File: config.mk
export PLATFORM = sky130hd
export DESIGN_NAME = coeffTokenLane_flat
export DESIGN_NICKNAME = d
export VERILOG_FILES = /design/src/verilog/cavlcPkg.sv /design/src/verilog/laneIf.sv /design/src/verilog/coeffTokenLane.sv /design/src/verilog/coeffTokenVlc3.sv /design/src/flat_wrapper.sv
export SDC_FILE = /design/constraint.sdc
export NUM_CORES = 1
export LEC_CHECK = 0
export BUFFER_PORTS_ARGS = -buffer_cell sky130_fd_sc_hd__buf_4
export CAP_MARGIN = 20
export CORE_UTILIZATION = 42
export CTS_BUF_LIST = sky130_fd_sc_hd__clkbuf_16
export DETAILED_ROUTE_END_ITERATION = 8
export PLACE_DENSITY = 0.7
export SLEW_MARGIN = 10
export SYNTH_ARGS = -nofsm -noshare
export SYNTH_HDL_FRONTEND = slang
export SYNTH_SLANG_ARGS = --single-unit
File: constraint.sdc
create_clock -name clk -period 0.8 [get_ports clk]
set_input_delay 0.08 -clock clk [delete_from_list [all_inputs] [get_ports clk]]
set_output_delay 0.08 -clock clk [all_outputs]
set_load 0.005 [all_outputs]
File: src/verilog/cavlcPkg.sv
`default_nettype none

package cavlcPkg;

        localparam int NUM_LANES = 4;           // blocks per row.
        localparam int BUF_W = 96;              // packer bit buffer width.
        localparam int WORD_W = 32;
        localparam int FILL_W = $clog2(BUF_W + 1);
        localparam int LOWQ_AW = 4;             // address width of the low nC queue.

        typedef logic [4:0] coeffCnt_t;         // total coefficients, 0 to 16.
        typedef logic [1:0] trailOnes_t;
        typedef logic [4:0] nc_t;
        typedef logic [15:0] code_t;            // right-aligned code bits.
        typedef logic [4:0] codeLen_t;
        typedef logic [WORD_W-1:0] word_t;
        typedef logic [1:0] blkIdx_t;

endpackage

`default_nettype wire

File: src/verilog/laneIf.sv
`timescale 1ns/100ps
`default_nettype none

interface laneIf;
        import cavlcPkg::*;

        // job side, driven by the dispatcher.
        logic jobValid;
        coeffCnt_t totalCoeff;
        trailOnes_t trailOnes;
        nc_t nc;

        // result side, driven by the lane one cycle after the job.
        logic resValid;
        code_t code;
        codeLen_t codeLen;
        logic resSkip;                          // nC below 4, no code produced here.

        modport dispatch (output jobValid, totalCoeff, trailOnes, nc);

        modport lane (input jobValid, totalCoeff, trailOnes, nc,
                output resValid, code, codeLen, resSkip);

        modport pack (input nc, resValid, code, codeLen, resSkip);

endinterface

`default_nettype wire
File: src/verilog/coeffTokenLane.sv
`timescale 1ns/100ps
`default_nettype none

module coeffTokenLane (
        input logic clk,
        input logic rstN,
        laneIf.lane job
);
        import cavlcPkg::*;

        code_t tabCode;
        codeLen_t tabLen;
        code_t nextCode;
        codeLen_t nextLen;
        coeffCnt_t totalM1;

        coeffTokenVlc3 uVlc3 (
                .totalCoeff(job.totalCoeff),
                .trailOnes(job.trailOnes),
                .code(tabCode),
                .codeLen(tabLen)
        );

        assign totalM1 = job.totalCoeff - 5'd1;

        always_comb begin
                if (job.nc >= 5'd8) begin
                        nextLen = 5'd6;
                        if (job.totalCoeff == '0) begin
                                nextCode = 16'b000011;
                        end else begin
                                nextCode = {10'b0, totalM1[3:0], job.trailOnes};
                        end
                end else begin
                        nextCode = tabCode;     // low nC gets skipped, the value is unused.
                        nextLen = tabLen;
                end
        end

        always_ff @(posedge clk or negedge rstN) begin
                if (!rstN) begin
                        job.resValid <= 1'b0;
                end else begin
                        job.resValid <= job.jobValid;
                end
        end

        always_ff @(posedge clk) begin
                if (job.jobValid) begin
                        job.code <= nextCode;
                        job.codeLen <= nextLen;
                        job.resSkip <= job.nc < 5'd4;
                end
        end

endmodule

`default_nettype wire

File: src/verilog/coeffTokenVlc3.sv
`timescale 1ns/100ps
`default_nettype none

module coeffTokenVlc3 (
        input cavlcPkg::coeffCnt_t totalCoeff,
        input cavlcPkg::trailOnes_t trailOnes,
        output cavlcPkg::code_t code,
        output cavlcPkg::codeLen_t codeLen
);
        import cavlcPkg::*;

        logic [$bits(codeLen_t)+$bits(code_t)-1:0] entry;    // {length, code}.

        always_comb begin
                case ({trailOnes, totalCoeff})
                        {2'd0, 5'd0}: entry = {5'd4, 16'b1111};
                        {2'd0, 5'd1}: entry = {5'd6, 16'b001111};
                        {2'd1, 5'd1}: entry = {5'd4, 16'b1110};
                        {2'd0, 5'd2}: entry = {5'd6, 16'b001011};
                        {2'd1, 5'd2}: entry = {5'd5, 16'b01111};
                        {2'd2, 5'd2}: entry = {5'd4, 16'b1101};
                        {2'd0, 5'd3}: entry = {5'd6, 16'b001000};
                        {2'd1, 5'd3}: entry = {5'd5, 16'b01100};
                        {2'd2, 5'd3}: entry = {5'd5, 16'b01110};
                        {2'd3, 5'd3}: entry = {5'd4, 16'b1100};
                        {2'd0, 5'd4}: entry = {5'd7, 16'b0001111};
                        {2'd1, 5'd4}: entry = {5'd5, 16'b01010};
                        {2'd2, 5'd4}: entry = {5'd5, 16'b01011};
                        {2'd3, 5'd4}: entry = {5'd4, 16'b1011};
                        {2'd0, 5'd5}: entry = {5'd7, 16'b0001011};
                        {2'd1, 5'd5}: entry = {5'd5, 16'b01000};
                        {2'd2, 5'd5}: entry = {5'd5, 16'b01001};
                        {2'd3, 5'd5}: entry = {5'd4, 16'b1010};
                        {2'd0, 5'd6}: entry = {5'd7, 16'b0001001};
                        {2'd1, 5'd6}: entry = {5'd6, 16'b001110};
                        {2'd2, 5'd6}: entry = {5'd6, 16'b001101};
                        {2'd3, 5'd6}: entry = {5'd4, 16'b1001};
                        {2'd0, 5'd7}: entry = {5'd7, 16'b0001000};
                        {2'd1, 5'd7}: entry = {5'd6, 16'b001010};
                        {2'd2, 5'd7}: entry = {5'd6, 16'b001001};
                        {2'd3, 5'd7}: entry = {5'd4, 16'b1000};
                        {2'd0, 5'd8}: entry = {5'd8, 16'b00001111};
                        {2'd1, 5'd8}: entry = {5'd7, 16'b0001110};
                        {2'd2, 5'd8}: entry = {5'd7, 16'b0001101};
                        {2'd3, 5'd8}: entry = {5'd5, 16'b01101};
                        {2'd0, 5'd9}: entry = {5'd8, 16'b00001011};
                        {2'd1, 5'd9}: entry = {5'd8, 16'b00001110};
                        {2'd2, 5'd9}: entry = {5'd7, 16'b0001010};
                        {2'd3, 5'd9}: entry = {5'd6, 16'b001100};
                        {2'd0, 5'd10}: entry = {5'd9, 16'b000001111};
                        {2'd1, 5'd10}: entry = {5'd8, 16'b00001010};
                        {2'd2, 5'd10}: entry = {5'd8, 16'b00001101};
                        {2'd3, 5'd10}: entry = {5'd7, 16'b0001100};
                        {2'd0, 5'd11}: entry = {5'd9, 16'b000001011};
                        {2'd1, 5'd11}: entry = {5'd9, 16'b000001110};
                        {2'd2, 5'd11}: entry = {5'd8, 16'b00001001};
                        {2'd3, 5'd11}: entry = {5'd8, 16'b00001100};
                        {2'd0, 5'd12}: entry = {5'd9, 16'b000001000};
                        {2'd1, 5'd12}: entry = {5'd9, 16'b000001010};
                        {2'd2, 5'd12}: entry = {5'd9, 16'b000001101};
                        {2'd3, 5'd12}: entry = {5'd8, 16'b00001000};
                        {2'd0, 5'd13}: entry = {5'd10, 16'b0000001101};
                        {2'd1, 5'd13}: entry = {5'd9, 16'b000000111};
                        {2'd2, 5'd13}: entry = {5'd9, 16'b000001001};
                        {2'd3, 5'd13}: entry = {5'd9, 16'b000001100};
                        {2'd0, 5'd14}: entry = {5'd10, 16'b0000001001};
                        {2'd1, 5'd14}: entry = {5'd10, 16'b0000001100};
                        {2'd2, 5'd14}: entry = {5'd10, 16'b0000001011};
                        {2'd3, 5'd14}: entry = {5'd10, 16'b0000001010};
                        {2'd0, 5'd15}: entry = {5'd10, 16'b0000000101};
                        {2'd1, 5'd15}: entry = {5'd10, 16'b0000001000};
                        {2'd2, 5'd15}: entry = {5'd10, 16'b0000000111};
                        {2'd3, 5'd15}: entry = {5'd10, 16'b0000000110};
                        {2'd0, 5'd16}: entry = {5'd10, 16'b0000000001};
                        {2'd1, 5'd16}: entry = {5'd10, 16'b0000000100};
                        {2'd2, 5'd16}: entry = {5'd10, 16'b0000000011};
                        {2'd3, 5'd16}: entry = {5'd10, 16'b0000000010};
                        default: entry = '0;    // trailing ones above total, not a legal pair.
                endcase
        end

        assign {codeLen, code} = entry;

endmodule

`default_nettype wire

File: src/flat_wrapper.sv
// flat-port wrapper written by rule: the top's interface ports become plain ports
module coeffTokenLane_flat import cavlcPkg::*;
  (clk, rstN, job_jobValid, job_totalCoeff, job_trailOnes, job_nc, job_resValid, job_code, job_codeLen, job_resSkip);
  laneIf job_i ();
  input logic clk;
  input logic rstN;
  input wire logic [$bits(job_i.jobValid)-1:0] job_jobValid;
  input wire logic [$bits(job_i.totalCoeff)-1:0] job_totalCoeff;
  input wire logic [$bits(job_i.trailOnes)-1:0] job_trailOnes;
  input wire logic [$bits(job_i.nc)-1:0] job_nc;
  output wire logic [$bits(job_i.resValid)-1:0] job_resValid;
  output wire logic [$bits(job_i.code)-1:0] job_code;
  output wire logic [$bits(job_i.codeLen)-1:0] job_codeLen;
  output wire logic [$bits(job_i.resSkip)-1:0] job_resSkip;
  assign job_i.jobValid = job_jobValid;
  assign job_i.totalCoeff = job_totalCoeff;
  assign job_i.trailOnes = job_trailOnes;
  assign job_i.nc = job_nc;
  assign job_resValid = job_i.resValid;
  assign job_code = job_i.code;
  assign job_codeLen = job_i.codeLen;
  assign job_resSkip = job_i.resSkip;
  coeffTokenLane u_core (.clk(clk), .rstN(rstN), .job(job_i));
endmodule
==> reports/results.tsv, run 1 <==
metric	value	unit
outcome	finished with violations	
violations	setup timing	
tns	-4490	ps
synth_warnings	0	
place_congestion	0.934	
core_area	3360	um^2
port_buffers	24	
cap_violations	0	
cpMaxStageDelayCell	or3_1	
hold_class	input pin to flop	
grt_max_degree	15	
dieWidth	61.7	um
leakage	0.986	nW
ys_seq_area_frac	0.237	
cts_root_buf	clkbuf_16	
dieArea	3810	um^2
antenna_found_initial	0	
n_fill_cell	273	
drt_wl_total	4.67	mm
fin_cells	292	
netlist.area_leader.share	0.221	
ant_nets	0	
yosysMostFrequentCell	nand2_1	
start_util	0.445	
rsz0062_at_grt	true	
layout-drive-gt1-share	0.439	
crit_type	input pin to flop	
firstDrtPassIters	4	
cts_inserted_buffers	3	
path_delay_family	simple AND/OR/NAND/NOR gates	
syn_avg_cell_area	8.18	um^2
rows	21	
drtIter0Drc	76	
fin_crit	1390	ps
synth_cell_types	44	
viasPerCell	5.71	
slew_viol_final	0	
timing.critical_path.from_type	input pin	
grt_pass1_vias	1506	
yosys-top-cells-count	nand2_1, ha_1, o21ai_0, buf_4	
synthTopCellsByArea	edfxtp_1, ha_1, buf_4	
htreeDepth	1	
fin_hold_ws	69.3	ps
synth_edf_count	11	
synthArstFlopShare	0.0833	
ir_worst_vdd	0.568	mV
powerDensity	1160	nW/um^2
period_share	1.74	
routed-via-count	1666	
multiInputGateArea	1130	um^2
cts_tree	yes	
yosys.area.top_type	edfxtp_1	
grt-ovfl-total	0	
pin_count	38	
diodes	0	
worst-endpoint-arrival	1370	ps
fmax	0.718	GHz
regArea	355	um^2
syn_area	1500	um^2
layout_setup_ws	-592	ps
cts_sinks	12	
dp_cells	284	
dieHeight	61.7	um
synth_seq_cells	12	
grt_pass1_wl	7.04	mm
final_nets	281	
design_power_total	2.67	mW
cpPeakStageDelay	320	ps
cp.required	770	ps
ys.flop_type	edfxtp_1	
worstPathCellList	buf_8 -> clkinvlp_4 -> ha_4 -> mux2_4 -> o211ai_2 -> a31oi_1 -> or3_1	
cp.buffers_inverters	2	
place_ws	-946	ps
grt_util_all_layers	0.253	
clk_path_buf_depth	2	
synth_cells	183	
cp_max_fo	4	
post_drt_wl_per_cell	16.0	um
area_delta_synth_final	53.5	%
hpwlAfterDp	3.35	mm
drc	0	
setup-violations-final	22	
final_hold_viol_count	0	
endpoint_kind	flop	
clkTransAtPathRegs	40	ps
## cells by family (layout without fill, tap and decap cells)
group | after synthesis | after routing | share of synthesized area
mux | 5 | 5 | 0.0376
buf+inv | 33 | 86 | 0.134
xor+xnor | 1 | 1 | 0.00585
other cells | 1 | 11 | 0.00251
simple gates | 55 | 55 | 0.167
flops | 12 | 12 | 0.237
compound gates | 57 | 57 | 0.257
fa+ha+maj | 19 | 19 | 0.159
## metrics by stage
stage           util  area (um^2)
6_report       0.683         2300
5_1_grt        0.683         2300
4_1_cts        0.670         2250
3_5_place_dp   0.599         2020
3_3_place_gp   0.599         2020
2_1_floorplan      -         1590
## flip-flops by register name (all words and copies together), names as in the netlist
| signal | flops |
|---|---|
| u_core.job.codeLen | 4 |
| u_core.job.resValid | 1 |
| u_core.job.code | 6 |
| u_core.job.resSkip | 1 |
## cells in the final DEF, fill, tap and decap left out, drive strengths merged, types with 2 or more instances in the layout
cell type and n:
buf 73, nand2 22, ha 19, o21ai 14, conb 11, edfxtp 11, nor2 11, a21oi 10
a31oi 6, nor3 6, inv 6, o211ai 5, nand2b 4, nand3 4, o31ai 4, nor2b 3
mux2i 3, or3 3, clkbuf 3, a211oi 3, o221ai 2, clkinvlp 2, o311ai 2, mux2 2
## what timing repair did
action | CTS | global route
gates resized for setup | 34 | 11
endpoints found under the hold margin | 1 | 0
buffers inserted | 3 | 0
pin swaps | 30 | 11
endpoints found under the setup margin | 22 | 22
hold buffers | 1 | 0
## area by class of cell
type                    instances  area share
flip-flops and latches         12       0.155
multi-input cells             148       0.492
clock buffers                   3      0.0327
inverters                       8      0.0174
clock inverters                 1     0.00163
repair buffers                 74       0.276
well taps                      46      0.0251
## metal layers
layer	vias to the layer above	GRT usage	share of wire
li1	770	-	-
met1	808	0.311	0.39
met2	78	0.438	0.54
met3	10	0.0228	0.053
met4	0	0.137	0.023
met5	-	0	0
## final timing paths
path	cells past startpoint	slack (ps)	end	from
max	7	-590	u_core.job.codeLen[1]$_SDFFCE_PN1P_	job_totalCoeff[0]
min	1	70	u_core.job.resValid$_DFF_PN0_	job_jobValid
max in group asynchronous	2	550	u_core.job.resValid$_DFF_PN0_	rstN
min in group asynchronous	2	170	u_core.job.resValid$_DFF_PN0_	rstN
## power by group
group / switching (mW) / internal [mW]
clock: 0.241 / 0.656
sequential: 0.0200 / 0.754
combinational: 0.498 / 0.501
(Power assumes the default switching activity.)
==> run 2: changes to the inputs <==
Settings changed: CTS_BUF_LIST sky130_fd_sc_hd__clkbuf_16 to unset.
==> run 2 against run 1 <==
  * Sequential share of layout area grew 0.20 points
  * Clock power shrank 49%
  * Clock-buffer cell count grew 1
  * Critical endpoint unchanged
  * First-iteration DRC count grew 1.3%
  * Core utilization shrank 0.86 points
  * The flow still finishes with violations (setup timing)
  * Global-route usage shrank 0.91 points
  * Critical path type unchanged
  * Final cell count grew 0.34%
  * Sequential power shrank 0.5%
  * Worst hold slack lost 30 ps
  * Setup slack gained 29 ps
==> reports/results.tsv, run 2 (synthesis results as in run 1) <==
metric	value	unit
outcome	finished with violations	
violations	setup timing	
crit_type	input pin to flop	
design_power_total	2.23	mW
start_util	0.445	
grt_pass1_wl	6.91	mm
clk_path_buf_depth	2	
timing.critical_path.from_type	input pin	
layout-drive-gt1-share	0.449	
post_drt_wl_per_cell	15.8	um
pin_count	38	
final_cell_mix	buf_4, nand2_1, buf_6	
drc	0	
fin_crit	1360	ps
area_delta_synth_final	51.6	%
htreeDepth	1	
endpoint_kind	flop	
drt_wl_total	4.62	mm
cts_tree	yes	
final_hold_viol_count	0	
hpwlAfterDp	3.35	mm
grt_util_all_layers	0.244	
cpMaxStageDelayCell	or3_1	
slew_viol_final	0	
reg.largest.list	u_core.job.code x6, u_core.job.codeLen x4	
drtIter0Drc	77	
cap_violations	0	
path_delay_family	compound AO/OA/AOI/OAI gates	
n_fill_cell	273	
multiInputGateArea	1130	um^2
leakage	0.973	nW
regArea	355	um^2
diodes	0	
grt_pass1_vias	1477	
dieHeight	61.7	um
viasPerCell	5.58	
top_register	u_core.job.code	
cp_max_fo	4	
routed-via-count	1635	
final_util	0.674	
clkTransAtPathRegs	70	ps
cts_root_buf	clkbuf_4	
worstPathCellList	buf_8 -> clkinvlp_4 -> ha_4 -> inv_2 -> ha_2 -> o21ai_1 -> a31oi_1 -> o21ai_1 -> a31oi_1 -> or3_1	
worst-endpoint-arrival	1370	ps
antenna_found_initial	0	
cts_sinks	12	
ir_worst_vdd	0.417	mV
rsz0062_at_grt	true	
largest_reg_flops	6	
final_nets	282	
setup-violations-final	22	
dieWidth	61.7	um
cp.buffers_inverters	3	
hold_class	input pin to flop	
cts_inserted_buffers	3	
period_share	1.70	
port_buffers	24	
grt-ovfl-total	0	
rows	21	
tns	-4670	ps
layout_setup_ws	-563	ps
grt_max_degree	15	
cpPeakStageDelay	320	ps
layout_commonest_cell	buf_4	
core_area	3360	um^2
powerDensity	982	nW/um^2
cp.required	800	ps
place_congestion	0.934	
dieArea	3810	um^2
fmax	0.734	GHz
firstDrtPassIters	4	
ant_nets	0	
## run 2: final cells by class
cell class	instances	area share
Clock buffer	4	0.0160
Inverter	8	0.0177
Multi-Input combinational cell	148	0.500
Sequential cell	12	0.157
Tap cell	46	0.0254
Timing Repair Buffer	75	0.285
## run 2: report_power, final
group | leakage (nW) | switching, mW | total (mW) | internal [mW]
combinational | 0.834 | 0.499 | 1.00 | 0.505
sequential | 0.119 | 0.0201 | 0.770 | 0.750
clock | 0.0210 | 0.177 | 0.453 | 0.276
## run 2: path summary, 6_finish.rpt
kind	endpoint	from	cells past startpoint
worst max-delay path	u_core.job.codeLen[1]$_SDFFCE_PN1P_	job_totalCoeff[1]	10
min in group asynchronous	u_core.job.resValid$_DFF_PN0_	rstN	2
worst min-delay path	u_core.job.resValid$_DFF_PN0_	job_jobValid	1
max in group asynchronous	u_core.job.resValid$_DFF_PN0_	rstN	2
## run 2: per-stage QoR
step	cell area, um^2	worst slack [ps]	hold WS (ps)	cells
floorplan	1590	-738	-216	193
detailed placement	2020	-946	-144	284
finish	2270	-563	38.9	293
global route	2270	-615	32.3	293
CTS	2210	-621	38.2	292
global placement	2020	-871	-145	284
## run 2: routing by layer
metal	track usage	vias to the layer above	share of wire
li1	-	773	-
met1	0.309	783	0.39
met2	0.441	69	0.53
met3	0.00828	10	0.058
met4	0.0889	0	0.020
met5	0	-	0
## run 2: what timing repair did
item | in CTS | in global routing
resized for setup | 35 | 12
pin swaps | 31 | 13
setup buffers | 3 | 1
cloned | 0 | 0
hold endpoints to repair | 1 | 0
hold buffers | 1 | 0
setup endpoints to repair | 22 | 22
==> run 3: changes to the inputs <==
--- a/config.mk
+++ b/config.mk
@@ -8,7 +8,8 @@
 export BUFFER_PORTS_ARGS = -buffer_cell sky130_fd_sc_hd__buf_4
 export CAP_MARGIN = 20
-export CORE_UTILIZATION = 42
+export CORE_ASPECT_RATIO = 1.5
+export CORE_UTILIZATION = 40
 export DETAILED_ROUTE_END_ITERATION = 8
-export PLACE_DENSITY = 0.7
+export PLACE_DENSITY = 0.67
 export SLEW_MARGIN = 10
 export SYNTH_ARGS = -nofsm -noshare
==> constraint.sdc (replaced) <==
create_clock -name clk -period 0.8 [get_ports clk]
set_input_delay 0.16 -clock clk [delete_from_list [all_inputs] [get_ports clk]]
set_output_delay 0.16 -clock clk [all_outputs]
set_load 0.005 [all_outputs]
==> run 3 against run 2 <==
  * Critical path type unchanged
  * Worst hold slack improved by 110 ps
  * Fmax decreased by 6.8%
  * Sequential power about the same
  * Critical endpoint unchanged
  * Highest routed layer unchanged
  * Total power increased by 8.4%
  * Die area increased by 5.0%
  * Critical path depth decreased by 3
  * The run still ends with setup timing left
  * Wire length increased by 0.82%
  * Via count decreased by 1.8%
  * First-iteration DRC count decreased by 55%
  * Sequential share of layout area decreased by 0.92 points
==> reports/results.tsv, run 3 (synthesis results as in run 1) <==
metric	value	unit
cap_violations	0	
final_cell_mix	buf_4, nand2_1, buf_6	
cp.required	790	ps
reg.largest.list	u_core.job.code x6, u_core.job.codeLen x4	
drtIter0Drc	35	
final_util	0.692	
outcome	finished with violations	
cts_sinks	12	
fin_cells	299	
layout-drive-gt1-share	0.471	
switching_share	0.309	
slew_viol_final	0	
grt_pass1_vias	1645	
fmax	0.684	GHz
rsz0062_at_grt	true	
routed-via-count	1606	
p_sw	745	uW
ant_nets	0	
pin_count	38	
grt_pass1_wl	7.41	mm
antenna_found_initial	0	
core_area	3480	um^2
grt-ovfl-total	0	
layout_commonest_cell	buf_4	
cts_inserted_buffers	3	
grt_max_degree	21	
clk_path_buf_depth	2	
worst-endpoint-arrival	1450	ps
crit_type	input pin to flop	
p_comb_frac	0.446	
post_drt_wl_per_cell	15.6	um
firstDrtPassIters	4	
violations	setup timing	
ir_worst_vdd	0.906	mV
largest_reg_flops	6	
dieArea	3990	um^2
start_util	0.430	
cts_root_buf	clkbuf_8	
setup-violations-final	22	
dieHeight	76.9	um
p_int	1.67	mW
clkPwrFrac	0.234	
n_fill_cell	293	
hpwlAfterDp	3.49	mm
top_register	u_core.job.code	
diodes	0	
leakage	1.05	nW
powerDensity	1000	nW/um^2
cts_tree	yes	
dieWidth	51.9	um
fin_crit	1460	ps
hold_class	input pin to flop	
layout_setup_ws	-663	ps
viasPerCell	5.37	
drc	0	
final_nets	292	
timing.critical_path.from_type	input pin	
drt_wl_total	4.66	mm
place_congestion	1.00	
dp_cells	288	
port_buffers	24	
design_power_total	2.41	mW
cp_max_fo	4	
rows	26	
clkTransAtPathRegs	50	ps
final_hold_viol_count	0	
endpoint_kind	flop	
period_share	1.83	
grt_util_all_layers	0.242	
area_delta_synth_final	61.0	%
seq_power_share	0.320	
htreeDepth	1	
[run 3: changes by cell type in the layout (fill, tap and decap cells not counted), sizes merged]
cell | before | now
buf | 74 | 84
[run 3: worst paths after layout]
path | from | endpoint | slack [ps] | cells after the start
max | job_totalCoeff[0] | u_core.job.codeLen[1]$_SDFFCE_PN1P_ | -660 | 7
min | job_jobValid | u_core.job.resValid$_DFF_PN0_ | 150 | 1
max in group asynchronous | rstN | u_core.job.resValid$_DFF_PN0_ | 480 | 2
min in group asynchronous | rstN | u_core.job.resValid$_DFF_PN0_ | 240 | 2
[run 3: power by group through the flow]
stage / clock [mW] / sequential [mW] / combinational, mW
after CTS: 0.569 / 0.769 / 0.964
after global placement: 0 / 0.777 / 0.876
after global routing: 0.589 / 0.779 / 1.17
final: 0.564 / 0.773 / 1.08
after floorplan: 0 / 0.786 / 0.470
after detailed placement: 0 / 0.779 / 0.894
[run 3: metal layers]
metal / GRT usage / part of all wire / up-vias
li1: - / - / 797
met1: 0.265 / 0.36 / 747
met2: 0.418 / 0.56 / 47
met3: 0.0139 / 0.039 / 15
met4: 0.173 / 0.035 / 0
met5: 0 / 0 / -
[run 3: stage by stage]
step	cell area (um^2)	hold WS, ps	setup WS, ps	setup TNS [ps]
final	2410	150	-663	-6480
after global routing	2410	156	-792	-7570
after CTS	2260	151	-641	-6330
after detailed placement	2080	-61.5	-972	-8450
after global placement	2080	-65.0	-980	-8260
after floorplan	1590	-136	-818	-5590
[run 3: critical path, stage by stage]
cell        delay [ps]
buf_8               90
clkinvlp_4         120
ha_4               250
mux2_4             280
o211ai_2           130
a31oi_1            100
or3_1              310
[run 3: timing repair]
item / 4_1_cts / 5_1_grt
setup buffers: 3 / 5
gates cloned: 0 / 0
hold buffers: 1 / 0
endpoints found under the setup margin: 22 / 22
endpoints found under the hold margin: 1 / 0
resized for setup: 26 / 28
pin swaps: 16 / 17
[run 3: cell type report]
| cell class | count | area [um^2] | share of cell area |
|---|---|---|---|
| Inverter | 8 | 40.0 | 0.0166 |
| Multi-Input combinational cell | 148 | 1160 | 0.481 |
| Timing Repair Buffer | 85 | 757 | 0.314 |
| Clock buffer | 4 | 45.0 | 0.0187 |
| Sequential cell | 12 | 355 | 0.147 |
| Tap cell | 42 | 52.6 | 0.0218 |
